==> src/rtl/vdisk_settings.svh <==
`ifndef VDISK_SETTINGS_SVH
`define VDISK_SETTINGS_SVH

// Sector geometry, one sector per transfer
`define VDISK_SECTOR_BYTES 512
`define VDISK_BUF_AW 9

// Emulated controller addresses up to 64K sectors
`define VDISK_LBA_W 16

// Cycles a host request may wait for sd_ack to rise
`define VDISK_WATCHDOG_CYCLES 4096

`endif

==> src/rtl/req_watchdog.sv <==
`default_nettype none

`include "vdisk_settings.svh"

module req_watchdog (
	input  wire  clk_sys,
	input  wire  reset,
	input  wire  run,
	output logic expired
);

	localparam int cnt_w = $clog2(`VDISK_WATCHDOG_CYCLES + 1);
	localparam logic [cnt_w-1:0] limit = cnt_w'(`VDISK_WATCHDOG_CYCLES);

	logic [cnt_w-1:0] count;

	always_ff @(posedge clk_sys) begin
		if (reset || !run)
			count <= '0;
		else if (count != limit)
			count <= count + 1'b1; // Holds at the limit
	end

	assign expired = run && (count == limit);

	// Expiry needs run held over the whole count window
	a_expire_needs_run: assert property (
		@(posedge clk_sys) disable iff (reset)
		$rose(expired) |-> run && $past(run, `VDISK_WATCHDOG_CYCLES)
	);

endmodule

`default_nettype wire

==> config.mk <==
export PLATFORM = sky130hd
export DESIGN_NAME = req_watchdog
export DESIGN_NICKNAME = d
export VERILOG_FILES = /design/src/rtl/req_watchdog.sv
export VERILOG_INCLUDE_DIRS = /design/src /design/src/rtl
export SDC_FILE = /design/constraint.sdc
export NUM_CORES = 1
export LEC_CHECK = 0
export BUFFER_PORTS_ARGS = -buffer_cell sky130_fd_sc_hd__buf_2
export CAP_MARGIN = 20
export CORE_MARGIN = 10
export CORE_UTILIZATION = 50
export CTS_CLUSTER_DIAMETER = 60
export DETAILED_ROUTE_END_ITERATION = 12
export GPL_TIMING_DRIVEN = 0
export HOLD_SLACK_MARGIN = 0.08
export PLACE_DENSITY = 0.68
export SYNTH_ARGS = -nofsm -noshare
export SYNTH_HDL_FRONTEND = slang
export SYNTH_SLANG_ARGS = --single-unit
==> constraint.sdc <==
create_clock -name clk_sys -period 1.3 [get_ports clk_sys]
set_input_delay 0.26 -clock clk_sys [delete_from_list [all_inputs] [get_ports clk_sys]]
set_output_delay 0.26 -clock clk_sys [all_outputs]
set_load 0.03 [all_outputs]
* Word level (Yosys, flattened, before mapping) *
Index checks and enable logic that the tools add are counted.

word-level totals
  RAM bits = 0
  register bits = 13
  memories = 0
  bits in latches = 0
  memory bits (read-only) = 0
  output and inout port bits = 1

operators by class
  reduce and logical (&&, ||, !) cells = 3
  shift-type cells = 0
  multiplexer cells = 0
  $lt $le $gt $ge = 0
  multipliers = 0
  add/subtract/negate cells = 1
  divide/modulo/power cells = 0
  equal/unequal tests = 2
  bitwise gates (word level) = 0

operators by type and width
  cell                                                             number
  13-bit by 1-bit adder with 13-bit output, second input constant  1
  13-bit equality test, second input constant                      1
  13-bit inequality test, second input constant                    1
  1-bit logical AND                                                1
  1-bit zero test                                                  1
  1-bit logical OR                                                 1

* Logic depth before layout (Yosys ltp) *
  word-level depth = 2
  mapped depth = 6

* Worst setup path after synthesis *
No wires, ideal clock.

  path type = reg2out
  start point = register count[0]
  end point = output expired
  stages on the path, launching flop included = 7
  required time = 1.040 ns
  buffers on the path = 1
  data arrival time = 1.362 ns
  path slack = -0.322 ns
  cell sequence = dfxtp_1 inv_1 ha_1 nor4b_1 and3_1 clkbuf_1 and2_1

between the ends
  longest elaborated chain between the ends = 2

ends and longest elaborated chain
  element                 line                text
  start, declared         req_watchdog.sv:15  logic [cnt_w-1:0] count;
  start signal, assigned  req_watchdog.sv:21  count <= count + 1'b1;
  13-bit equality test    req_watchdog.sv:24  assign expired = run && (count == limit);
  1-bit logical AND       req_watchdog.sv:24
  end, declared           req_watchdog.sv:9   output logic expired

No other way between the ends.

* Final worst setup path *
  start point = register count[1]
  end point = output expired

Same word-level chain as after synthesis.

==> key figures <==
Cells and area
  • Register ranked first by flip-flop count: count
  • Design area: 932 sq um
  • Fill cells: 101
  • Total Nets Final: 101
  • Total area of multi-input combinational cells: 492 sq um
  • Area growth, synth to finish: 39.3%
  • # diodes: 0
  • Number of flip-flops under the largest register name: 13
  • Final instance count without filler cells: 110
  • Area taken by flip-flops and latches: 275 sq um
  • Fraction of layout instances using a drive strength above 1: 41.1%
  • Leading registers by flop count: count: 13 flops

Routing
  • Top metal layer carrying routed signals: met4
  • Pre-antenna DRT Iters: 4
  • Sum of routed wire segments on met1: 728 um
  • Met2 routed WL: 848 um
  • Residual DRC count: 0
  • Wire length after detailed routing: 1780 um
  • Total length of routed met3 wires: ~100 um
  • Average wire length per cell after detail routing: approximately 16 um
  • Ratio of routed vias to standard cells: approximately 6.0
  • Iter 0 DRT Violations: 11
  • Total number of vias: 656
  • Antenna Nets Post-Route: 0

Timing
  • Final worst-path cycle share: 134%
  • Max Clock Freq: 0.573 GHz
  • Relative slew margins: 72.6%
  • RSZ-0062 raised after global routing: yes
  • Number of hold violations in the final report: 0
  • Final setup violating endpoints: 9
  • Skew final: 0.00454 ns
  • Crit path setup slack, layout: -0.445 ns
  • Max-slew violation total from the final report: 0
  • Final total negative setup slack: -1.54 ns
  • Min Tclk post-route: 1.75 ns
  • Slew @ Worst Pin: 0.412 ns

Die
  • Initial core utilization: 52.1%
  • Core Rows: 13
  • Vertical die dimension: roughly 57 um
  • Number of primary I/O pins: 4
  • Floorplan die area: between 3000 and 4000 sq um
  • Std-Cell Core Area: approximately 1300 sq um
  • Die span in x: 56.6 um

Place
  • Buffers added on ports: 3
  • Worst slack after detailed placement: -0.302 ns
  • Placed instance count: 99
  • RD Place Congestion: 0.777
  • Post-detailed-placement half-perimeter wirelength: 928 um
  • Post-Place Cell Area: 716 sq um

Logic synthesis
  • Count of flip-flops with a built-in enable after synthesis: 0
  • Warnings from Yosys: 0
  • Biggest area contributors in the synthesized netlist: sky130_fd_sc_hd__dfxtp_1 39%, sky130_fd_sc_hd__mux2i_1 7.5%, sky130_fd_sc_hd__nand2_1 6.7%, sky130_fd_sc_hd__a21oi_1 3.7%, sky130_fd_sc_hd__ha_1 3.7%
  • Post-synthesis sequential element count: 13
  • Most numerous cell types in the synthesized netlist: 13 x sky130_fd_sc_hd__dfxtp_1, 12 x sky130_fd_sc_hd__nand2_1
  • Most frequent cell after synthesis: sky130_fd_sc_hd__dfxtp_1
  • Share of Yosys cell area claimed by the top area cell type: 38.9%
  • Post-synthesis cell type count: 27
  • Area of the mapped netlist: 669 sq um
  • Cells after synthesis: 81
  • Commonest register cell after synthesis: sky130_fd_sc_hd__dfxtp_1
  • Post-Syn Nets: 86
  • Post-synthesis async set-or-reset flop share: 0%
  • Sequential cell area fraction in the yosys report: 38.9%
  • Leading area contributor after synthesis: sky130_fd_sc_hd__dfxtp_1
  • Syn avg cell area: 8.26 sq um

Pwr
  • Static leakage: 0.348 nW
  • Worst supply voltage drop on vdd: 0.536 mV
  • Total power draw: roughly 0.00071 W
  • Total power divided by cell area: around 770 nW/um^2

Clock network
  • Count of clock tree sinks: 13
  • Root Buffer Master: sky130_fd_sc_hd__clkbuf_4
  • Cts bufs inserted: 3
  • Hold_buf cts: 0
  • Maximum count of clock buffers along a single path: 2
  • Clock tree from TritonCTS: yes
  • Reg clk slew, reported paths: 0.08 ns
  • Clock latency reported for the late side of the worst-skew pair: about 0.29 ns
  • Deepest level of the CTS H-tree: 1

Outcome
  • Status: complete, but fails checks
  • Violated checks: setup timing

Min path
  • Path category of the worst min-delay check: primary input to register

Setup path
  • Critical-path cell list: inv_4 > ha_4 > nor4b_4 > and3_4 > and2_4 > buf_6
  • Data required, critical path: between 1 and 1.5 ns
  • Worst Setup Path Type: register to output pin
  • Slowest-stage cell, CP: sky130_fd_sc_hd__dfxtp_4
  • Setup crit start kind: register
  • Worst endpoint data arrival time: around 1.5 ns
  • Maximum fanout along the worst path: 2
  • Category of the worst setup path capture point: output pin
  • Slowest stage delay, CP: 0.36 ns

Global route
  • Global route total overflow: 0
  • First-pass GRT wire length: 2620 um
  • Vias in the first global route: 591
  • Number of antenna violations at the first check in global routing: 0
  • Gr usage total: approximately 10%
  • Largest net degree at the start of global routing: 11

Flow run
  • Maxcap violations: 0
per-stage QoR:
| step | hold WS, ns | util (%) |
|---|---|---|
| 2_1_floorplan | 0.438 | - |
| 3_3_place_gp | 0.453 | 55.7 |
| 3_5_place_dp | 0.455 | 55.7 |
| 4_1_cts | 0.271 | 68.5 |
| 5_1_grt | 0.290 | 72.5 |
| 6_report | 0.274 | 72.5 |
logic make-up after synthesis:
logic type / share of synthesized area, %
AND/OR/NAND/NOR: 33.6
adder cells (fa/ha/maj): 3.74
buffers and inverters: 4.49
AO/OA/AOI/OAI: 9.16
multiplexers: 7.48
XOR/XNOR: 2.62
flip-flops: 38.9
worst max-delay path, delay by kind of cell (launching register included):
kind / cells / cell delay, ns
and+or+nand+nor: 3 / 0.55
buffers and inverters: 2 / 0.17
DFF: 1 / 0.36
adders and majority gates: 1 / 0.12
area by class of cell:
cell class / instances / area share [%]
inverters: 5 / 2.55
repair buffers: 11 / 9.53
plain buffers: 2 / 0.805
flip-flops and latches: 13 / 29.5
well taps: 15 / 2.01
clock buffers: 4 / 2.82
multi-input cells: 60 / 52.8
layer usage:
metal  track usage, %  vias to the layer above
li1                 -                      318
met1             11.0                      307
met2             16.8                       20
met3             2.92                       11
met4             6.87                        0
met5                0                        -
repair_timing:
item / 4_1_cts / 5_1_grt
endpoints found under the hold margin: 0 / 0
setup endpoints to repair: 8 / 11
buffers inserted: 7 / 1
resized for setup: 22 / 12
pin swaps: 1 / 3
power by group:
part | internal (W) | switching (W) | total (W)
sequential | 0.000399 | 0.00000354 | 0.000402
clock | 0.000119 | 0.000141 | 0.000260
combinational | 0.0000247 | 0.0000277 | 0.0000523
total | 0.000543 | 0.000172 | 0.000715
worst paths after layout:
check                              start  cells past startpoint  slack, ns                     end
setup / recovery   count[1]$_SDFFE_PP0P_                      6      -0.45                 expired
hold / removal                     reset                      4       0.27  count[12]$_SDFFE_PP0P_
setup reg to reg   count[1]$_SDFFE_PP0P_                      5      -0.23  count[10]$_SDFFE_PP0P_
hold reg to reg   count[12]$_SDFFE_PP0P_                      2       0.48  count[12]$_SDFFE_PP0P_
placed cells by master, fill, tap and decap left out, types with 3 or more instances in the layout:
cell type,synthesis,routed
sky130_fd_sc_hd__a21oi_1,5,5
sky130_fd_sc_hd__buf_6,0,3
sky130_fd_sc_hd__clkbuf_4,0,3
sky130_fd_sc_hd__dfxtp_1,13,5
sky130_fd_sc_hd__mux2i_1,5,4
sky130_fd_sc_hd__inv_1,5,3
sky130_fd_sc_hd__buf_4,0,6
sky130_fd_sc_hd__dfxtp_2,0,6
sky130_fd_sc_hd__clkbuf_1,3,3
sky130_fd_sc_hd__nand2_1,12,11
sky130_fd_sc_hd__nand3_1,5,4
Note: power is estimated with default switching activity, not from simulation.
