File: src/rtl/vdisk_settings.svh
`ifndef VDISK_SETTINGS_SVH
`define VDISK_SETTINGS_SVH

// Sector geometry, one sector per transfer
`define VDISK_SECTOR_BYTES 512
`define VDISK_BUF_AW 9

// Emulated controller addresses up to 64K sectors
`define VDISK_LBA_W 16

// Cycles a host request may wait for sd_ack to rise
`define VDISK_WATCHDOG_CYCLES 4096

`endif

File: src/rtl/host_pkg.sv
`default_nettype none

`include "vdisk_settings.svh"

package host_pkg;

	// Sector number as seen by the host
	typedef logic [`VDISK_LBA_W-1:0] lba_t;

	// One bit wider than lba_t so a full image still fits
	typedef logic [`VDISK_LBA_W:0] sector_count_t;

endpackage

`default_nettype wire

File: src/rtl/vdisk_status_if.sv
`default_nettype none

interface vdisk_status_if import host_pkg::*; ();

	logic          mounted;
	logic          read_only;
	sector_count_t sector_count;  // Whole sectors in the image
	logic          media_changed; // One cycle per mount event

	modport source (
		output mounted,
		output read_only,
		output sector_count,
		output media_changed
	);

	modport sink (
		input mounted,
		input read_only,
		input sector_count,
		input media_changed
	);

endinterface

`default_nettype wire

File: src/rtl/mount_status.sv
`default_nettype none

`include "vdisk_settings.svh"

module mount_status import host_pkg::*; (
	input  wire          clk_sys,
	input  wire          reset,
	input  wire          img_mounted,
	input  wire          img_readonly,
	input  wire [63:0]   img_size,
	vdisk_status_if.source status
);

	localparam int cnt_w = $bits(sector_count_t);
	localparam int whole_w = 64 - `VDISK_BUF_AW;

	logic [whole_w-1:0] whole_sectors;
	sector_count_t      size_count;

	// Bytes to sectors, a partial last sector is not usable
	assign whole_sectors = img_size[63:`VDISK_BUF_AW];

	// Clamp anything larger than the count range
	assign size_count = (|whole_sectors[whole_w-1:cnt_w]) ? '1 : whole_sectors[cnt_w-1:0];

	always_ff @(posedge clk_sys) begin
		if (reset) begin
			status.mounted       <= 1'b0;
			status.read_only     <= 1'b0;
			status.sector_count  <= '0;
			status.media_changed <= 1'b0;
		end else begin
			status.media_changed <= img_mounted;
			if (img_mounted) begin
				status.mounted      <= (img_size != 64'd0); // Size 0 means eject
				status.read_only    <= img_readonly;
				status.sector_count <= size_count;
			end
		end
	end

	a_no_count_unmounted: assert property (
		@(posedge clk_sys) disable iff (reset)
		!status.mounted |-> (status.sector_count == '0)
	);

endmodule

`default_nettype wire

File: src/flat_wrapper.sv
// flat-port wrapper written by rule: the top's interface ports become plain ports
module mount_status_flat import host_pkg::*;
  (clk_sys, reset, img_mounted, img_readonly, img_size, status_mounted, status_read_only, status_sector_count, status_media_changed);
  vdisk_status_if status_i ();
  input  wire clk_sys;
  input  wire reset;
  input  wire img_mounted;
  input  wire img_readonly;
  input  wire [63:0] img_size;
  output wire logic [$bits(status_i.mounted)-1:0] status_mounted;
  output wire logic [$bits(status_i.read_only)-1:0] status_read_only;
  output wire logic [$bits(status_i.sector_count)-1:0] status_sector_count;
  output wire logic [$bits(status_i.media_changed)-1:0] status_media_changed;
  assign status_mounted = status_i.mounted;
  assign status_read_only = status_i.read_only;
  assign status_sector_count = status_i.sector_count;
  assign status_media_changed = status_i.media_changed;
  mount_status u_core (.clk_sys(clk_sys), .reset(reset), .img_mounted(img_mounted), .img_readonly(img_readonly), .img_size(img_size), .status(status_i));
endmodule
File: config.mk
export PLATFORM = sky130hd
export DESIGN_NAME = mount_status_flat
export DESIGN_NICKNAME = d
export VERILOG_FILES = /design/src/rtl/host_pkg.sv /design/src/rtl/vdisk_status_if.sv /design/src/rtl/mount_status.sv /design/src/flat_wrapper.sv
export VERILOG_INCLUDE_DIRS = /design/src /design/src/rtl
export SDC_FILE = /design/constraint.sdc
export NUM_CORES = 1
export LEC_CHECK = 0
export BUFFER_PORTS_ARGS = -buffer_cell sky130_fd_sc_hd__buf_2
export CORE_ASPECT_RATIO = 2
export CORE_MARGIN = 8
export CORE_UTILIZATION = 30
export CTS_CLUSTER_SIZE = 30
export DETAILED_ROUTE_END_ITERATION = 16
export PLACE_DENSITY = 0.65
export SLEW_MARGIN = 25
export SYNTH_ARGS = -nofsm -noshare
export SYNTH_HDL_FRONTEND = slang
export SYNTH_SLANG_ARGS = --single-unit
File: constraint.sdc
create_clock -name clk_sys -period 1.7 [get_ports clk_sys]
set_input_delay 0.255 -clock clk_sys [delete_from_list [all_inputs] [get_ports clk_sys]]
set_output_delay 0.255 -clock clk_sys [all_outputs]
set_load 0.01 [all_outputs]
### After elaboration in Yosys (flattened, before gate mapping)

Cells that the tools add are included.

* bits in registers: 20
* input bits: 68
* output and inout bits: 20
* word-level logic and storage cells: 7

* mux-type cells: 1
* reductions and logical operators: 2

Operator list (number)
* nonzero test 64 bit: 1
* OR reduction 38 bit: 1
* 2-to-1 mux 17 bit: 1

### Longest topological paths before layout

* word-level depth: 2
* gate-level depth with buffers: 5
* depth with buffers taken out: 4

### Worst setup path after synthesis

OpenSTA, ideal clock, no wires.

* path type: input-to-reg
* from: input port img_size[60]
* to: register u_core.status.sector_count[10]
* library setup time: 0.141 ns
* arrival: 1.237 ns
* required time: 1.559 ns
* slack: 0.321 ns
* cell stages on the path: 5
* buffers on the path: 1
* cell sequence: nor4_1 nand4_1 nor3_4 buf_6 a311oi_1

* longest elaborated chain between the ends: 2

Ends and longest elaborated chain
* start: declaration: line flat_wrapper.sv:9 `input wire [63:0] img_size;`
* OR reduction 38 bit: line mount_status.sv:24 `assign size_count = (|whole_sectors[whole_w-1:cnt_w]) ? '1 : whole_sectors[cnt_w-1:0];`
* 2-to-1 mux 17 bit: line mount_status.sv:24
* end signal: assignment: line mount_status.sv:37 `status.sector_count <= size_count;`
* end: declaration: line vdisk_status_if.sv:13 `output sector_count,`

No other way between the ends.
A chain may end at the register's enable or synchronous reset.

### Worst setup path in the final report

* from: input port img_size[60]
* to: register u_core.status.sector_count[8]

The elaborated chain is that of the path after synthesis.

==> impl_metrics.ini <==
[yosys]
synth_ff_type = sky130_fd_sc_hd__dfxtp_1
syn_nets = 175
syn-mean-instance-area_um2 = 8.38
most_numerous_cell_types_in_the_synthesized_netlist = 21 x sky130_fd_sc_hd__nor2_1, 20 x sky130_fd_sc_hd__dfxtp_1, 17 x sky130_fd_sc_hd__a311oi_1, 17 x sky130_fd_sc_hd__inv_1, 14 x sky130_fd_sc_hd__nor4_1
synth_top_area_share = 0.446
netlist_top_cells_area = sky130_fd_sc_hd__dfxtp_1 45%, sky130_fd_sc_hd__a311oi_1 17%, sky130_fd_sc_hd__nor4_1 9.8%
synth_cell_type_count = 17
seq_area_frac_synth = 0.446
ys_ff_latch = 20
most_frequent_cell_after_synthesis = sky130_fd_sc_hd__nor2_1
biggest_area_consumer_among_synthesized_cells = sky130_fd_sc_hd__dfxtp_1
synth_edf_count = 0
synthesis.yosys.warnings = 0
synthesis.instances = 107
postSynth.asyncResetShare = 0
mappedNetlistArea_um2 = 897

[sta]
maxSlewHeadroom = 0.711
post-route-min-period_ns = 1.27
max_freq_ghz = 0.789
timing.final.crit_share = 0.745
worst_slew_pin_slew_ns = 0.429
timing.setup.tns_ns = 0
finalHoldViolations = 0
setup_repair_after_global_routing_missed_its_margin = no
drv_slew = 0
fin_skew_ns = 0
setup_viol = 0
finalHoldWorstSlack_ns = 0.237

[floorplan]
die_h_um = 93.3
die-area_um2 = 5100
die_width_um = 54.7
floorplan.rows = 28
initial_utilization = 0.309
core_region_um2 = 2910
ios = 88

[layout]
fraction_of_final_layout_cells_sized_beyond_drive_strength_1 = 0.487
final_cell_count_no_fill = 223
syn_to_final_growth_pct = 57.9
diodes = 0
layout.nets = 262
filler_cell_count_in_the_final_layout = 304

[cts]
later_pin_clock_latency_in_the_skew_report_ns = 0.25
path_clk_slew_ns = 0.07
post_cts.resized_instances = 0
ctsHtreeMaxLevel = 1
cts_buffers = 3
cts_buffer_depth = 2
cts-hold-fix-buffers = 0
cts_tree = yes
cts_post_setup_buffers_inserted = 0
root_buffer = sky130_fd_sc_hd__clkbuf_8
cts_sinks = 20

[critical_path]
crit_path_cell_trace = buf_2 -> nor4_1 -> nand4_1 -> nor3_4 -> buf_12 -> a311oi_1
crit_family = simple AND/OR/NAND/NOR gates
timing.critical_path.fanout_max = 18
cp-end-kind = register
crit_path_start_kind = primary input
critPathKind = primary input to register
worst_ep_arrival_time_ns = 1.38
cp_slowest_stage_delay_ns = 0.33
cp_data_required_time_ns = 1.82
timing.critical_path.slowest_stage_cell = sky130_fd_sc_hd__nor4_1
crit_buf_inv = 2

[grt]
antenna_found_initial = 0
grt_start_max_net_pins = 22
globalRouteOverflowTotal = 0
grt_pass1_vias = 1237
overall_fraction_of_global_route_tracks_in_use = 0.119
grt_first_pass_wirelength_mm = 4.85

[run]
cap_violations = 0

[place]
place_inst = 219
buffer_ports.inserted = 87
detailedPlacementHpwl_mm = 2.73
globalplace.congestion = 0.828

[pwr]
power_leakage_nw = 0.747
vdd_ir_drop_max_mv = 0.308
power-per-cell-area_nw_per_um2 = 756

[hold_path]
worst_hold_path_type = primary input to register

[route]
drtIter0Drc = 15
route.detailed.wl_per_inst_um = 14.1
vias = 1133
route.detailed.vias_per_inst = 5.08
drcViolationCount = 0
drt_pass1_iterations = 4
final_antenna_net_count = 0
wirelength_mm = 3.15

[outcome]
result_of_the_run = finished, final reports clean
==> registers in the layout, summed over array words and instances, names as in the netlist <==
register,count
u_core.status.read_only,1
u_core.status.sector_count,17
u_core.status.mounted,1
u_core.status.media_changed,1
==> cells by family after synthesis <==
logic type             share of synthesized area
AOI/OAI and AO/OA                          0.174
buffers and inverters                      0.112
DFF                                        0.446
muxes                                     0.0112
and+or+nand+nor                            0.257
==> placed cells by master (no fill, tap or decap) <==
master	synthesis	layout
sky130_fd_sc_hd__buf_2	2	87
sky130_fd_sc_hd__nor2_1	21	21
sky130_fd_sc_hd__dfxtp_1	20	20
sky130_fd_sc_hd__inv_1	17	17
sky130_fd_sc_hd__a311oi_1	17	17
sky130_fd_sc_hd__nor4_1	14	14
sky130_fd_sc_hd__clkbuf_8	0	4
sky130_fd_sc_hd__nand4_1	3	3
sky130_fd_sc_hd__nand2_1	1	1
sky130_fd_sc_hd__nor3_4	1	1
sky130_fd_sc_hd__nor2b_1	1	1
sky130_fd_sc_hd__mux2i_1	1	1
sky130_fd_sc_hd__nor4b_1	1	1
sky130_fd_sc_hd__nor3_1	1	1
sky130_fd_sc_hd__nand3_1	1	1
sky130_fd_sc_hd__a211oi_1	1	1
sky130_fd_sc_hd__buf_12	0	1
sky130_fd_sc_hd__buf_4	0	1
==> layer usage <==
layer  up-vias  share of wire  track usage
li1        563              -            -
met3         4           0.14       0.0429
met4         0          0.016       0.0351
met5         -              0            0
met1       481           0.41        0.133
met2        85           0.43        0.198
==> worst reg2reg max path, stage by stage (launching register included) <==
cell	delay [ns]
sky130_fd_sc_hd__dfxtp_1	0.34
sky130_fd_sc_hd__nor2_1	0.05
sky130_fd_sc_hd__a311oi_1	0.27
==> power by group <==
group	internal [mW]	total (mW)	switching, mW
sequential	0.502	0.518	0.0157
combinational	0.105	0.203	0.0982
clock	0.206	0.350	0.144
==> final timing paths <==
check | to | slack, ns | depth (start not counted) | from
setup / recovery | u_core.status.sector_count[8]$_SDFFE_PP0P_ | 0.43 | 6 | img_size[60]
hold reg to reg | u_core.status.sector_count[4]$_SDFFE_PP0P_ | 0.48 | 2 | u_core.status.sector_count[4]$_SDFFE_PP0P_
hold / removal | u_core.status.read_only$_SDFFE_PP0P_ | 0.24 | 3 | img_readonly
setup reg to reg | u_core.status.sector_count[8]$_SDFFE_PP0P_ | 0.95 | 2 | u_core.status.sector_count[8]$_SDFFE_PP0P_
==> area by class of cell <==
type                            instances  area [µm²]  share of cell area
Tap cell                               30        37.5              0.0265
Clock buffer                            4        55.1              0.0389
Sequential cell                        20         400               0.283
Timing Repair Buffer                   89         463               0.327
Multi-Input combinational cell         63         397               0.280
Inverter                               17        63.8              0.0451
==> stage by stage <==
| step | total power, mW | util | worst slack, ns | area [µm²] |
|---|---|---|---|---|
| after detailed placement | 0.734 | 0.468 | 0.140 | 1360 |
| after global placement | 0.728 | 0.468 | 0.182 | 1360 |
| after floorplan | 0.607 | - | 0.321 | 897 |
| after CTS | 1.09 | 0.487 | 0.406 | 1420 |
| after global routing | 1.12 | 0.487 | 0.339 | 1420 |
| final | 1.07 | 0.487 | 0.433 | 1420 |
(Power assumes the default switching activity.)
