## src/rtl/vdisk_settings.svh

```systemverilog
`ifndef VDISK_SETTINGS_SVH
`define VDISK_SETTINGS_SVH

// Sector geometry, one sector per transfer
`define VDISK_SECTOR_BYTES 512
`define VDISK_BUF_AW 9

// Emulated controller addresses up to 64K sectors
`define VDISK_LBA_W 16

// Cycles a host request may wait for sd_ack to rise
`define VDISK_WATCHDOG_CYCLES 4096

`endif

```

## src/rtl/host_pkg.sv

```systemverilog
`default_nettype none

`include "vdisk_settings.svh"

package host_pkg;

	// Sector number as seen by the host
	typedef logic [`VDISK_LBA_W-1:0] lba_t;

	// One bit wider than lba_t so a full image still fits
	typedef logic [`VDISK_LBA_W:0] sector_count_t;

endpackage

`default_nettype wire

```

## src/rtl/vdisk_pkg.sv

```systemverilog
`default_nettype none

package vdisk_pkg;

	// Operation requested by the emulated controller
	typedef enum logic {
		op_read  = 1'b0,
		op_write = 1'b1
	} disk_op_e;

	// Result returned with disk_ack
	typedef enum logic [2:0] {
		st_ok           = 3'd0,
		st_no_media     = 3'd1,
		st_protected    = 3'd2, // Write to a read-only image
		st_out_of_range = 3'd3,
		st_timeout      = 3'd4  // Host never answered
	} disk_status_e;

endpackage

`default_nettype wire

```

## src/rtl/vdisk_status_if.sv

```systemverilog
`default_nettype none

interface vdisk_status_if import host_pkg::*; ();

	logic          mounted;
	logic          read_only;
	sector_count_t sector_count;  // Whole sectors in the image
	logic          media_changed; // One cycle per mount event

	modport source (
		output mounted,
		output read_only,
		output sector_count,
		output media_changed
	);

	modport sink (
		input mounted,
		input read_only,
		input sector_count,
		input media_changed
	);

endinterface

`default_nettype wire

```

## src/rtl/vdisk_fsm.sv

```systemverilog
`default_nettype none

module vdisk_fsm import vdisk_pkg::*, host_pkg::*; (
	input  wire           clk_sys,
	input  wire           reset,
	input  wire           disk_req,
	input  wire disk_op_e disk_op,
	input  wire lba_t     disk_lba,
	output logic          disk_ack,
	output disk_status_e  disk_status,
	output logic          sd_rd,
	output logic          sd_wr,
	output lba_t          sd_lba,
	input  wire           sd_ack,
	vdisk_status_if.sink  status,
	output logic          wd_run,
	input  wire           wd_expired
);

	typedef enum logic [2:0] {
		s_idle,
		s_check,
		s_host_req,
		s_host_xfer,
		s_done
	} state_t;

	state_t        state;
	disk_op_e      op_q;
	logic          sd_ack_q;
	logic          ack_rise;
	logic          ack_fall;
	logic          mnt_ok;
	logic          mnt_ro;
	sector_count_t mnt_count;
	disk_status_e  check_status;

	// Mount state as of the last mount event
	always_ff @(posedge clk_sys) begin
		if (reset) begin
			mnt_ok    <= 1'b0;
			mnt_ro    <= 1'b0;
			mnt_count <= '0;
		end else if (status.media_changed) begin
			mnt_ok    <= status.mounted;
			mnt_ro    <= status.read_only;
			mnt_count <= status.sector_count;
		end
	end

	always_ff @(posedge clk_sys) begin
		if (reset)
			sd_ack_q <= 1'b0;
		else
			sd_ack_q <= sd_ack;
	end

	assign ack_rise = sd_ack & ~sd_ack_q;
	assign ack_fall = ~sd_ack & sd_ack_q;

	assign wd_run = (state == s_host_req); // Only waiting on the host is timed

	// Request captured once, controller keeps it stable anyway
	always_ff @(posedge clk_sys) begin
		if (state == s_idle && disk_req) begin
			op_q   <= disk_op;
			sd_lba <= disk_lba;
		end
	end

	always_comb begin
		check_status = st_ok;
		if (!mnt_ok)
			check_status = st_no_media;
		else if (op_q == op_write && mnt_ro)
			check_status = st_protected;
		else if (sector_count_t'(sd_lba) >= mnt_count)
			check_status = st_out_of_range;
	end

	always_ff @(posedge clk_sys) begin
		if (reset) begin
			state       <= s_idle;
			disk_ack    <= 1'b0;
			disk_status <= st_ok;
			sd_rd       <= 1'b0;
			sd_wr       <= 1'b0;
		end else begin
			case (state)
				s_idle: begin
					if (disk_req)
						state <= s_check;
				end
				s_check: begin
					if (check_status != st_ok) begin
						disk_ack    <= 1'b1; // Rejected, host never sees it
						disk_status <= check_status;
						state       <= s_done;
					end else begin
						sd_rd <= (op_q == op_read);
						sd_wr <= (op_q == op_write);
						state <= s_host_req;
					end
				end
				s_host_req: begin
					if (ack_rise) begin
						sd_rd <= 1'b0;
						sd_wr <= 1'b0;
						state <= s_host_xfer;
					end else if (wd_expired) begin
						sd_rd       <= 1'b0;
						sd_wr       <= 1'b0;
						disk_ack    <= 1'b1;
						disk_status <= st_timeout;
						state       <= s_done;
					end
				end
				s_host_xfer: begin
					// Host drops sd_ack once the buffer is done
					if (ack_fall) begin
						disk_ack    <= 1'b1;
						disk_status <= st_ok;
						state       <= s_done;
					end
				end
				s_done: begin
					if (!disk_req) begin
						disk_ack <= 1'b0;
						state    <= s_idle;
					end
				end
				default: state <= s_idle;
			endcase
		end
	end

	a_one_host_op: assert property (
		@(posedge clk_sys) disable iff (reset)
		!(sd_rd && sd_wr)
	);

	// Four-phase rule, ack may only drop after req has gone
	a_ack_held: assert property (
		@(posedge clk_sys) disable iff (reset)
		disk_ack && disk_req |=> disk_ack
	);

endmodule

`default_nettype wire

```

## src/flat_wrapper.sv

```systemverilog
// flat-port wrapper written by rule: the top's interface ports become plain ports
module vdisk_fsm_flat import vdisk_pkg::*, host_pkg::*;
  (clk_sys, reset, disk_req, disk_op, disk_lba, disk_ack, disk_status, sd_rd, sd_wr, sd_lba, sd_ack, wd_run, wd_expired, status_mounted, status_read_only, status_sector_count, status_media_changed);
  vdisk_status_if status_i ();
  input  wire clk_sys;
  input  wire reset;
  input  wire disk_req;
  input  wire disk_op_e disk_op;
  input  wire lba_t disk_lba;
  output logic disk_ack;
  output disk_status_e disk_status;
  output logic sd_rd;
  output logic sd_wr;
  output lba_t sd_lba;
  input  wire sd_ack;
  output logic wd_run;
  input  wire wd_expired;
  input wire logic [$bits(status_i.mounted)-1:0] status_mounted;
  input wire logic [$bits(status_i.read_only)-1:0] status_read_only;
  input wire logic [$bits(status_i.sector_count)-1:0] status_sector_count;
  input wire logic [$bits(status_i.media_changed)-1:0] status_media_changed;
  assign status_i.mounted = status_mounted;
  assign status_i.read_only = status_read_only;
  assign status_i.sector_count = status_sector_count;
  assign status_i.media_changed = status_media_changed;
  vdisk_fsm u_core (.clk_sys(clk_sys), .reset(reset), .disk_req(disk_req), .disk_op(disk_op), .disk_lba(disk_lba), .disk_ack(disk_ack), .disk_status(disk_status), .sd_rd(sd_rd), .sd_wr(sd_wr), .sd_lba(sd_lba), .sd_ack(sd_ack), .status(status_i), .wd_run(wd_run), .wd_expired(wd_expired));
endmodule
```

## config.mk

```make
export PLATFORM = sky130hd
export DESIGN_NAME = vdisk_fsm_flat
export DESIGN_NICKNAME = d
export VERILOG_FILES = /design/src/rtl/host_pkg.sv /design/src/rtl/vdisk_pkg.sv /design/src/rtl/vdisk_status_if.sv /design/src/rtl/vdisk_fsm.sv /design/src/flat_wrapper.sv
export VERILOG_INCLUDE_DIRS = /design/src /design/src/rtl
export SDC_FILE = /design/constraint.sdc
export NUM_CORES = 1
export LEC_CHECK = 0
export ABC_AREA = 1
export BUFFER_PORTS_ARGS = -buffer_cell sky130_fd_sc_hd__buf_2
export CORE_AREA = 3 3 74 76
export DETAILED_ROUTE_END_ITERATION = 16
export DIE_AREA = 0 0 77 79
export GPL_ROUTABILITY_DRIVEN = 1
export PLACE_DENSITY = 0.73
export SYNTH_ARGS = -nofsm -noshare
export SYNTH_HDL_FRONTEND = slang
export SYNTH_SLANG_ARGS = --single-unit
```

## constraint.sdc

```tcl
create_clock -name clk_sys -period 2.8 [get_ports clk_sys]
set_input_delay 0.56 -clock clk_sys [delete_from_list [all_inputs] [get_ports clk_sys]]
set_output_delay 0.56 -clock clk_sys [all_outputs]
set_load 0.1 [all_outputs]
```

==> Word level (Yosys, flattened, before mapping) <==
Index checks and enable logic that the tools add are counted.
{ "totals": {"out_inout_bits": 23, "ff_bits": 46, "input_bits": 42} }
{ "op_classes": {"n_reduce_logical": 11, "n_bitwise": 5, "magnitude_cmp": 1, "n_eq_ne": 12, "muxes": 26} }
{ "op_table": {"columns": ["operator", "n"], "rows": [
  ["two-way mux 3 bit", 11],
  [">= comparator 16 x 17 -> 1 bit", 1],
  ["case mux 3 bit (5 select lines)", 1],
  ["two-way mux 1 bit", 9],
  ["case mux 3 bit (3 select lines)", 1],
  ["!= test 2 bit, second input constant", 4],
  ["equality test 3 x 2 -> 1 bit, second input constant", 2],
  ["!= test 2 x 1 -> 1 bit, second input constant", 3],
  ["AND reduction 6 bit", 1],
  ["nonzero test 3 bit", 2],
  ["AND reduction 5 bit", 1],
  ["case mux 1 bit (2 select lines)", 2],
  ["case mux 1 bit (4 select lines)", 1],
  ["AND reduction 4 bit", 1],
  ["nonzero test 4 bit", 1],
  ["equality test 3 x 1 -> 1 bit, second input constant", 1],
  ["equality test 3 bit, second input constant", 1],
  ["zero test 3 bit", 1],
  ["!= test 3 x 1 -> 1 bit, second input constant", 1],
  ["inverter 1 bit", 3],
  ["AND reduction 3 bit", 1],
  ["AND 1 bit", 2],
  ["logical AND 1 bit", 2],
  ["two-way mux 2 bit", 1],
  ["nonzero test 2 bit", 1]
]} }

==> Logic depth before layout (Yosys ltp) <==
Gate-level depths: netlist (run 1).
{ "depth": {"ltp_word": 7, "mapped_depth": 16} }

==> Worst setup path before layout (run 1) <==
OpenSTA, ideal clock, no wires.
{ "synth_timing": {"path_kind": "reg-to-reg", "from": "register u_core.sd_lba[12]", "to": "register u_core.disk_status[2]", "period_less_slack_ns": 2.349, "required_time_ns": 2.686, "n_path_buf": 0, "setup_slack_ns": 0.451, "stages_incl_launch_ff": 16, "t_arrival_ns": 2.236, "path_cell_list": "edfxtp_1 -> ha_1 -> nand2_1 -> inv_1 -> nand2_1 -> nand2_1 -> nand2_1 -> inv_1 -> nor2_1 -> nand2_1 -> nor2_1 -> nand4_1 -> nand3_1 -> nand2_1 -> nand2_1 -> nor2_1"} }
{ "synth_via": {"elab_chain_len": 7} }
{ "synth_lines": {"columns": ["element", "line", "rtl"], "rows": [
  ["start, declared", "vdisk_fsm.sv:13", "output lba_t sd_lba,"],
  ["start signal, assigned", "vdisk_fsm.sv:67", "sd_lba <= disk_lba;"],
  [">= comparator 16 x 17 -> 1 bit", "vdisk_fsm.sv:77", "else if (sector_count_t'(sd_lba) >= mnt_count)"],
  ["two-way mux 2 bit", "vdisk_fsm.sv:77", null],
  ["two-way mux 3 bit", "vdisk_fsm.sv:75", "else if (op_q == op_write && mnt_ro)"],
  ["two-way mux 3 bit", "vdisk_fsm.sv:73", "if (!mnt_ok)"],
  ["nonzero test 3 bit", "vdisk_fsm.sv:95", "if (check_status != st_ok) begin"],
  ["!= test 2 x 1 -> 1 bit (no line)", null, null],
  ["AND reduction 5 bit (no line)", null, null],
  ["end signal, assigned", "vdisk_fsm.sv:85", "disk_status <= st_ok;"],
  ["end signal, assigned", "vdisk_fsm.sv:97", "disk_status <= check_status;"],
  ["end signal, assigned", "vdisk_fsm.sv:114", "disk_status <= st_timeout;"],
  ["end, declared", "vdisk_fsm.sv:10", "output disk_status_e disk_status,"]
]} }
No other way between the ends.
A chain may end at the register's enable or synchronous reset.

==> Worst setup path in the final report (run 1) <==
{ "layout_timing": {"from": "register u_core.state[1]", "to": "output port wd_run"} }
{ "layout_via": {"elab_chain_len": 1} }
{ "layout_lines": {"columns": ["element", "line", "rtl"], "rows": [
  ["start, declared", "vdisk_fsm.sv:28", "state_t state;"],
  ["start signal, assigned", "vdisk_fsm.sv:83", "state <= s_idle;"],
  ["start signal, assigned", "vdisk_fsm.sv:92", "state <= s_check;"],
  ["start signal, assigned", "vdisk_fsm.sv:98", "state <= s_done;"],
  ["equality test 3 x 2 -> 1 bit", "vdisk_fsm.sv:61", "assign wd_run = (state == s_host_req);"],
  ["end, declared", "flat_wrapper.sv:16", "output logic wd_run;"]
]} }
No other way between the ends.

==> results of run 1 <==
worst max-delay path, cell delays in order (launching register included):
cell	delay [ns]
dfxtp_1	0.45
inv_2	0.09
nor3_4	0.23
buf_2	0.48
cell usage in the layout, fill, tap and decap left out:
master and count:
edfxtp_1 17, nand3b_1 1, a21oi_1 28, o21ai_2 1, dfxtp_1 29, nor2_1 31
a21o_1 1, clkbuf_8 5, nor3_4 2, nor3_1 1, inv_1 40, o211ai_2 1
nand2_1 52, nor2_2 1, buf_2 64, nand4_1 2, inv_2 3, ha_1 16
nand3_1 10, clkinv_2 2, bufinv_16 1, a31oi_1 2, buf_4 2, o21ai_0 24
flip-flops by register name, indices dropped and copies added (netlist names):
register            flops
u_core.disk_ack         1
u_core.disk_status      3
u_core.mnt_count       17
u_core.mnt_ok           1
u_core.mnt_ro           1
u_core.op_q             1
u_core.sd_ack_q         1
u_core.sd_lba          16
u_core.sd_rd            1
u_core.sd_wr            1
u_core.state            3
how the worst max path moves through the flow:
stage / endpoint / depth (start not counted)
floorplan: u_core.disk_status[2]$_SDFFE_PP0P_ / 15
global placement: u_core.disk_status[0]$_SDFFE_PP0P_ / 12
detailed placement: u_core.disk_status[1]$_SDFFE_PP0P_ / 12
CTS: wd_run / 3
global route: u_core.disk_status[2]$_SDFFE_PP0P_ / 15
finish: wd_run / 3
per-stage QoR:
stage,cells,instance area [um2]
3_5_place_dp,395,2599
4_1_cts,403,2708
5_1_grt,403,2708
2_1_floorplan,267,2200
3_3_place_gp,395,2599
6_report,403,2708
where the power goes:
group / switching [W] / internal, W / leakage (nW)
logic: 0.000719 / 0.000196 / 0.863
registers: 0.0000569 / 0.000803 / 0.401
clock network: 0.000222 / 0.000263 / 0.0579
total: 0.000999 / 0.00126 / 1.32
layer usage:
metal	track usage, %	routed length, um	vias to the layer above
li1	-	-	1007
met2	27.35	2092	59
met3	3.968	272	7
met4	5.872	74	0
met5	0	0	-
met1	20.11	2202	846
layout make-up:
class | count | share of cell area (%)
clock buffer | 5 | 2.542
clock inverter | 3 | 1.479
timing repair buffer | 66 | 12.38
tap | 67 | 3.096
sequential | 46 | 40.30
multi-input combinational | 173 | 34.24
inverter | 43 | 5.961
cell families after synthesis:
kind of cell	Yosys count	synth area share, %
and+or+nand+nor	100	19.34
AOI/OAI and AO/OA	57	13.71
buffers and inverters	48	8.247
DFF	46	49.60
adders and majority gates	16	9.101
==> impl_metrics.toml, run 1 <==
[pwr]
total_power_w = 0.002260
powerDensity_nw_per_um2 = 834.9
leakage_nw = 1.322
peakVddDrop_mv = 0.4062

[clocking]
cts_root_buf = "clkbuf_8"
tritoncts.num_buffers = 5
cts_tree = "built"
path_clk_slew_ns = 0.09
clock_latency_ns = 0.30
cts_hold_buf = 0
cts_resized = 0
post_cts_buffers = 0
max-clock-path-buffers = 2
cts_num_sinks = 46
htreeDepth = 2

[sta]
drv_slew = 0
fin_skew_ns = 0.007880
tightestPinTransition_ns = 0.7203
fin_crit_ns = 2.118
fmax_mhz = 472.1
hold_violations = 0
rsz0062_at_grt = "no"
finalSetupTns_ns = 0
timing.hold.ws_ns = 0.4272
setup_violations = 0
relSlewSlack_pct = 51.93
finalCritPeriodShare_pct = 75.66
setup_ws_ns = 0.6816

[placement]
hpwl_um = 3541
dp_slack_ns = 0.8117
port-buffer-count = 64
place.gp.congestion = 0.8641

[synthesis]
synth_top_area_cell = "dfxtp_1"
ys_seq_area_share_pct = 49.60
ys_ff_latch = 46
postSynthAreaPerCell_um2 = 8.238
synthCells = 267
synth_nets = 325
synth-edff-count = 17
ys_types = 21
synthesis.area_um2 = 2200
synthTopCellsByCount = "52 x nand2_1, 40 x inv_1, 31 x nor2_1, 29 x dfxtp_1, 28 x a21oi_1"
synth_ff_type = "dfxtp_1"
synthTopCellsByArea = "dfxtp_1 26%, edfxtp_1 23%, ha_1 9.1%"
synth.top_cell.area_share_pct = 26.39
async_flop_share_pct = 0
ys_warn_count = 0
yosysMostFrequentCell = "nand2_1"

[worst_setup_path]
r2r_slack_ns = 0.79
cp_max_fo = 6
arrival_ns = 1.56
crit_start = "u_core.state[1]$_SDFFE_PP0P_"
ff2ff_path_depth = 12
worstPathRequired_ns = 2.24
cp-start-kind = "register"
endpoint_kind = "output port"
r2r_end = "u_core.disk_status[1]$_SDFFE_PP0P_"
path_class = "reg -> out"
r2r_start = "u_core.sd_lba[7]$_DFFE_PP_"

[floorplanning]
dieArea_um2 = 6083
ios = 65
dieWidth_um = 77
core-area_um2 = 4786
rows = 25
start_util_pct = 45.96
die_h_um = 79

[min_path]
hold_path_end = "u_core.sd_lba[9]$_DFFE_PP_"
min_from = "disk_lba[9]"
hold_depth = 1
hold_path.class = "in -> reg"

[finish]
fillCellCount = 473
layout-drive-gt1-share_pct = 24.40
antenna_cells = 0
finalNetCount = 393
seqCellArea_um2 = 1091
area_delta_synth_final_pct = 23.09
utilization_pct = 56.58
multi_input_area_um2 = 927.1

[detailed_routing]
avgRoutedWirePerCell_um = 11.52
dr.pass1.iters = 5
via_per_inst = 4.762
drtAntennaViolNets = 0
wirelength_um = 4641
num_vias = 1919
drt_iter0_drc = 66
remaining_drc_errors = 0

[global_routing]
grt_max_degree = 26
grt_pass1_wl_um = 7921
grt-ovfl-total = 0
antenna_found_initial = 0
grt_usage_pct = 16.17
grt_pass1_vias = 1853

[status]
status = "finished, final reports clean"

[run]
maxCapViolCount = 0
No activity file was read; power rests on OpenSTA's default activity.
==> run 2, diff against run 1 <==
--- a/config.mk
+++ b/config.mk
@@ -6,13 +6,13 @@
 export SDC_FILE = /design/constraint.sdc
 export NUM_CORES = 1
 export LEC_CHECK = 0
-export ABC_AREA = 1
+export ABC_AREA = 0
 export BUFFER_PORTS_ARGS = -buffer_cell sky130_fd_sc_hd__buf_2
-export CORE_AREA = 3 3 74 76
+export CORE_AREA = 3 3 72 74
 export DETAILED_ROUTE_END_ITERATION = 16
-export DIE_AREA = 0 0 77 79
+export DIE_AREA = 0 0 75 77
 export GPL_ROUTABILITY_DRIVEN = 1
-export PLACE_DENSITY = 0.73
+export PLACE_DENSITY = 0.77
 export SYNTH_ARGS = -nofsm -noshare
 export SYNTH_HDL_FRONTEND = slang
 export SYNTH_SLANG_ARGS = --single-unit
==> constraint.sdc (replaced) <==
create_clock -name clk_sys -period 1.9 [get_ports clk_sys]
set_input_delay 0.38 -clock clk_sys [delete_from_list [all_inputs] [get_ports clk_sys]]
set_output_delay 0.38 -clock clk_sys [all_outputs]
set_load 0.1 [all_outputs]
==> impl_metrics.toml, run 2 <==
[sta]
drv_slew = 0
hold_violations = 0
tightestPinTransition_ns = 0.5887
setup_violations = 6
setup_ws_ns = -0.08614
fin_skew_ns = 0.01000
rsz0062_at_grt = "yes"
finalCritPeriodShare_pct = 104.5
fin_crit_ns = 1.986
fmax_mhz = 503.5
relSlewSlack_pct = 60.75

[min_path]
hold_path.class = "in -> reg"
hold_depth = 1

[synthesis]
synthTopCellsByArea = "dfxtp_1 28%, edfxtp_1 25%, ha_1 9.6%"
ys_ff_latch = 46
synth_simple_gate_area_share_pct = 14.39
synth_adder_area_share_pct = 9.633
synth-edff-count = 17
ys_seq_area_share_pct = 52.50
synth.top_cell.area_share_pct = 27.93
synth_ff_type = "dfxtp_1"
postSynthAreaPerCell_um2 = 10.55
muxShareOfSynthArea_pct = 9.633
ys_warn_count = 0
synthXorXnorAreaFrac_pct = 0
synthCells = 197
synth_nets = 255
synthesis.area_um2 = 2078
synthTopCellsByCount = "29 x dfxtp_1, 29 x nor2_1, 21 x inv_1, 20 x mux2i_1, 17 x edfxtp_1"
ys_types = 36
synth_top_area_cell = "dfxtp_1"
synth_top_family_by_area = "simple AND/OR/NAND/NOR gates"
synth_compound_area_share_pct = 8.850
async_flop_share_pct = 0

[placement]
place.gp.congestion = 0.8305
hpwl_um = 3377
port-buffer-count = 64
dp_slack_ns = -0.1025

[clocking]
clock_latency_ns = 0.29
cts_tree = "built"
htreeDepth = 2
cts_hold_buf = 0
path_clk_slew_ns = 0.08
cts_num_sinks = 46
cts_root_buf = "clkbuf_8"
max-clock-path-buffers = 2
tritoncts.num_buffers = 5

[global_routing]
grt_pass1_wl_um = 7452
grt-ovfl-total = 0
grt_pass1_vias = 1683
grt_max_degree = 22
antenna_found_initial = 0
grt_usage_pct = 16.57

[worst_setup_path]
cp_top_family = "compound AO/OA/AOI/OAI gates"
path_class = "reg -> reg"
cp-start-kind = "register"
path_common_cell = "buf_4"
cp-endpoint = "u_core.disk_ack$_SDFFE_PP0P_"
slowest_delay_ns = 0.41
worstPathRequired_ns = 2.11
cp_slowest_cell = "edfxtp_1"
path_depth = 9
arrival_ns = 2.19
r2r_start = "u_core.sd_lba[13]$_DFFE_PP_"
r2r_slack_ns = -0.09
crit_start = "u_core.sd_lba[13]$_DFFE_PP_"
r2r_end = "u_core.disk_ack$_SDFFE_PP0P_"
cp_max_fo = 4
cp_cell_sequence = "ha_1 -> nand4b_1 -> nor2_2 -> o311ai_2 -> nand4_2 -> buf_4 -> o21ai_1 -> buf_4 -> a221oi_2"
endpoint_kind = "register"
ff2ff_path_depth = 9
path_buf_inv = 2

[pwr]
total_power_w = 0.002394
p_seq_share_pct = 47.2
powerDensity_nw_per_um2 = 885.3
peakVddDrop_mv = 0.5839
swShare_pct = 30.78
comb_power_share_pct = 23.5
clock_power_share_pct = 29.3
leakage_nw = 1.214
p_int_w = 0.001657
p_switching_w = 0.0007368

[detailed_routing]
drtAntennaViolNets = 0
dr.pass1.iters = 4
via_per_inst = 4.988
met2_length_um = 2274
wl_met3_um = 258
wl_met1_um = 1894
highest_layer = "met4"
drt_iter0_drc = 60
avgRoutedWirePerCell_um = 13.52
num_vias = 1646
wirelength_um = 4463
remaining_drc_errors = 0

[floorplanning]
ios = 65
rows = 25
die_h_um = 77
dieArea_um2 = 5775
dieWidth_um = 75
start_util_pct = 44.59
core-area_um2 = 4661

[finish]
area_delta_synth_final_pct = 30.10
final_common_cell = "buf_2"
layout_common_cells = "63 x buf_2, 29 x dfxtp_1, 27 x nor2_1"
layout-drive-gt1-share_pct = 34.42
largest-register = "u_core.mnt_count"
antenna_cells = 0
multi_input_area_um2 = 939.7
seqCellArea_um2 = 1091
reg_top3 = "u_core.mnt_count x17, u_core.sd_lba x16"
largest_reg_flops = 17
finalNetCount = 333
fillCellCount = 410

[status]
violations = "negative setup slack"
status = "finished, violations left"

[run]
maxCapViolCount = 0
-- run 2: cell count changes after synthesis, moves of 3 or more --
| cell | before | now |
|---|---|---|
| a21oi_1 | 28 | 10 |
| mux2i_1 | 0 | 20 |
| inv_2 | 3 | 0 |
| nand4b_1 | 0 | 3 |
| o21ai_0 | 24 | 1 |
| nand2_1 | 52 | 11 |
| nand3_1 | 10 | 3 |
| inv_1 | 40 | 21 |
| nand2b_1 | 0 | 6 |
-- run 2: cell type report --
| cell class | count | share of cell area (%) |
|---|---|---|
| sequential | 46 | 40.35 |
| multi-input combinational | 124 | 34.75 |
| timing repair buffer | 77 | 15.55 |
| inverter | 21 | 2.915 |
| clock buffer | 6 | 2.684 |
| tap | 54 | 2.499 |
| clock inverter | 2 | 1.249 |
-- run 2: kinds of logic (layout without fill, tap and decap cells) --
family	after synthesis	count (layout)
and+or+nand+nor	62	62
adders and majority gates	16	16
buffers and inverters	27	106
muxes	20	20
AOI/OAI and AO/OA	26	26
DFF	46	46
-- run 2: repair_timing --
item / in CTS / in global routing
buffers inserted: 3 / 0
endpoints found under the setup margin: 5 / 9
pin swaps: 5 / 7
resized for setup: 2 / 3
-- run 2: worst min-delay path by stage --
stage / from / endpoint / slack, ns
after floorplan: u_core.mnt_count[10]$_SDFFE_PP0P_ / u_core.mnt_count[10]$_SDFFE_PP0P_ / 0.46
after global placement: u_core.disk_status[0]$_SDFFE_PP0P_ / u_core.disk_status[0]$_SDFFE_PP0P_ / 0.44
after detailed placement: u_core.disk_status[0]$_SDFFE_PP0P_ / u_core.disk_status[0]$_SDFFE_PP0P_ / 0.44
after CTS: disk_lba[4] / u_core.sd_lba[4]$_DFFE_PP_ / 0.25
after global routing: disk_lba[7] / u_core.sd_lba[7]$_DFFE_PP_ / 0.23
final: disk_lba[11] / u_core.sd_lba[11]$_DFFE_PP_ / 0.26
-- run 2: worst reg2reg max path: stages (launching register included) --
cell and delay (ns):
edfxtp_1 0.41, ha_1 0.31, nand4b_1 0.15, nor2_2 0.18, o311ai_2 0.13, nand4_2 0.12, buf_4 0.11, o21ai_1 0.06
buf_4 0.16, a221oi_2 0.27
-- run 2: power by group through the flow --
| stage | Sequential [W] | Combinational, W | Clock, W |
|---|---|---|---|
| 2_1_floorplan | 0.00136 | 0.000187 | 0 |
| 3_3_place_gp | 0.00115 | 0.000535 | 0 |
| 3_5_place_dp | 0.00115 | 0.000547 | 0 |
| 4_1_cts | 0.00113 | 0.000562 | 0.000726 |
| 5_1_grt | 0.00114 | 0.000610 | 0.000776 |
| 6_report | 0.00113 | 0.000564 | 0.000701 |
-- run 2: routing by layer --
| layer | global-route usage, % | vias up |
|---|---|---|
| met3 | 4.587 | 4 |
| met1 | 20.71 | 757 |
| met4 | 4.270 | 0 |
| met2 | 27.61 | 44 |
| met5 | 0 | - |
| li1 | - | 841 |
-- run 2: metrics by stage --
step / util, % / hold WS, ns / cells / cell area (um2) / setup TNS, ns
after floorplan: - / 0.4604 / 197 / 2101 / -3.524
after global placement: 54.47 / 0.4357 / 319 / 2539 / -0.03482
after detailed placement: 54.47 / 0.4397 / 319 / 2539 / -0.1500
after CTS: 57.56 / 0.2469 / 330 / 2683 / -0.1920
after global routing: 58.01 / 0.2342 / 330 / 2704 / -1.344
final: 58.01 / 0.2562 / 330 / 2704 / -0.2258
==> run 3, diff against run 2 <==
--- a/config.mk
+++ b/config.mk
@@ -12,7 +12,7 @@
 export DETAILED_ROUTE_END_ITERATION = 16
 export DIE_AREA = 0 0 75 77
 export GPL_ROUTABILITY_DRIVEN = 1
-export PLACE_DENSITY = 0.77
+export PLACE_DENSITY = 0.74
 export SYNTH_ARGS = -nofsm -noshare
 export SYNTH_HDL_FRONTEND = slang
 export SYNTH_SLANG_ARGS = --single-unit
==> constraint.sdc (replaced) <==
create_clock -name clk_sys -period 2.2 [get_ports clk_sys]
set_input_delay 0.44 -clock clk_sys [delete_from_list [all_inputs] [get_ports clk_sys]]
set_output_delay 0.44 -clock clk_sys [all_outputs]
set_load 0.1 [all_outputs]
==> impl_metrics.toml, run 3 (synthesis results as in run 2) <==
[status]
status = "finished, final reports clean"

[detailed_routing]
num_vias = 1583
dr.pass1.iters = 4
wirelength_um = 4335
avgRoutedWirePerCell_um = 13.59
drt_iter0_drc = 117
remaining_drc_errors = 0
drtAntennaViolNets = 0
via_per_inst = 4.962

[worst_setup_path]
cp-endpoint = "u_core.disk_status[2]$_SDFFE_PP0P_"
r2r_slack_ns = 0.15
ff2ff_path_depth = 7
r2r_end = "u_core.disk_status[2]$_SDFFE_PP0P_"
cp_cell_sequence = "ha_4 -> a21oi_2 -> a21boi_1 -> o311ai_2 -> nand4_2 -> or4_1 -> o311ai_1"
cp_max_fo = 6
path_class = "reg -> reg"
cp_slowest_cell = "or4_1"
crit_start = "u_core.sd_lba[3]$_DFFE_PP_"
cp-start-kind = "register"
slowest_delay_ns = 0.50
arrival_ns = 2.27
r2r_start = "u_core.sd_lba[3]$_DFFE_PP_"
endpoint_kind = "register"
worstPathRequired_ns = 2.42

[finish]
seqCellArea_um2 = 1091
final_common_cell = "buf_2"
utilization_pct = 55.73
layout-drive-gt1-share_pct = 30.57
finalNetCount = 322
multi_input_area_um2 = 918.4
largest-register = "u_core.mnt_count"
reg_top3 = "u_core.mnt_count x17, u_core.sd_lba x16"
antenna_cells = 0
area_delta_synth_final_pct = 24.98
layout_common_cells = "64 x buf_2, 29 x dfxtp_1, 28 x nor2_1"
fillCellCount = 429
largest_reg_flops = 17

[sta]
fin_skew_ns = 0.008007
fmax_mhz = 487.1
timing.hold.ws_ns = 0.3023
finalCritPeriodShare_pct = 93.32
fin_crit_ns = 2.053
tightestPinTransition_ns = 0.6009
hold_violations = 0
relSlewSlack_pct = 59.94
rsz0062_at_grt = "yes"
setup_violations = 0
drv_slew = 0

[min_path]
hold_path.class = "in -> reg"
min_from = "disk_lba[7]"

[clocking]
tritoncts.num_buffers = 5
path_clk_slew_ns = 0.09
cts_num_sinks = 46
htreeDepth = 2
cts_tree = "built"
max-clock-path-buffers = 2
clock_latency_ns = 0.30
cts_root_buf = "clkbuf_8"

[pwr]
powerDensity_nw_per_um2 = 787.1
peakVddDrop_mv = 0.4123
total_power_w = 0.002044
leakage_nw = 1.161

[global_routing]
grt-ovfl-total = 0
grt_usage_pct = 16.14
grt_pass1_vias = 1501
grt_pass1_wl_um = 7003
grt_max_degree = 34
antenna_found_initial = 0

[floorplanning]
dieWidth_um = 75
ios = 65
rows = 25
core-area_um2 = 4661
dieArea_um2 = 5775
start_util_pct = 44.59
die_h_um = 77

[placement]
port-buffer-count = 64
place.gp.congestion = 0.8211
hpwl_um = 3225

[run]
maxCapViolCount = 0
[run 3: cell types whose count changed in the layout (fill, tap and decap cells not counted), sizes merged]
cell,previous run,this run
buf,76,66
clkbuf,7,6
[run 3: area by class of cell]
cell class                      count  area share, %
Clock inverter                      2          1.301
Inverter                           21          3.035
Clock buffer                        6          2.794
Tap cell                           54          2.601
Multi-Input combinational cell    124          35.36
Sequential cell                    46          42.00
Timing Repair Buffer               66          12.91
[run 3: worst min path at each step]
stage | to | slack, ns | cells past startpoint
4_1_cts | u_core.sd_lba[8]$_DFFE_PP_ | 0.29 | 1
5_1_grt | u_core.sd_lba[7]$_DFFE_PP_ | 0.29 | 1
3_5_place_dp | u_core.disk_status[0]$_SDFFE_PP0P_ | 0.43 | 2
3_3_place_gp | u_core.disk_status[0]$_SDFFE_PP0P_ | 0.43 | 2
2_1_floorplan | u_core.mnt_count[10]$_SDFFE_PP0P_ | 0.46 | 2
6_report | u_core.sd_lba[7]$_DFFE_PP_ | 0.30 | 1
[run 3: repair_timing]
item                                    CTS  global route
setup buffers                             0             0
endpoints found under the setup margin    0             1
gates resized for setup                   0             1
hold buffers                              0             0
[run 3: worst max-delay path: cells and delay by family (launching register included)]
family                     cells  cell delay [ns]
AOI/OAI and AO/OA              4             0.60
and+or+nand+nor                2             0.70
DFF                            1             0.43
adders and majority gates      1             0.25
[run 3: per-stage QoR]
stage                     instance area (um2)   TNS, ns  instances  worst slack (ns)
after floorplan                          2101    -1.124        197           -0.3321
after global placement                   2479         0        311            0.2148
after detailed placement                 2479         0        311            0.1337
after CTS                                2585         0        319            0.1075
after global routing                     2597  -0.01167        319          -0.01167
final                                    2597         0        319            0.1469
[run 3: layer usage]
metal	share of wire (%)	GRT usage [%]
met3	7.5	5.898
met1	44	21.54
met2	46	22.91
met4	1.8	7.473
met5	0	0
[run 3: report_power, final]
group          switching (W)  internal [W]
combinational       0.000322      0.000128
sequential         0.0000343      0.000941
clock               0.000283      0.000336
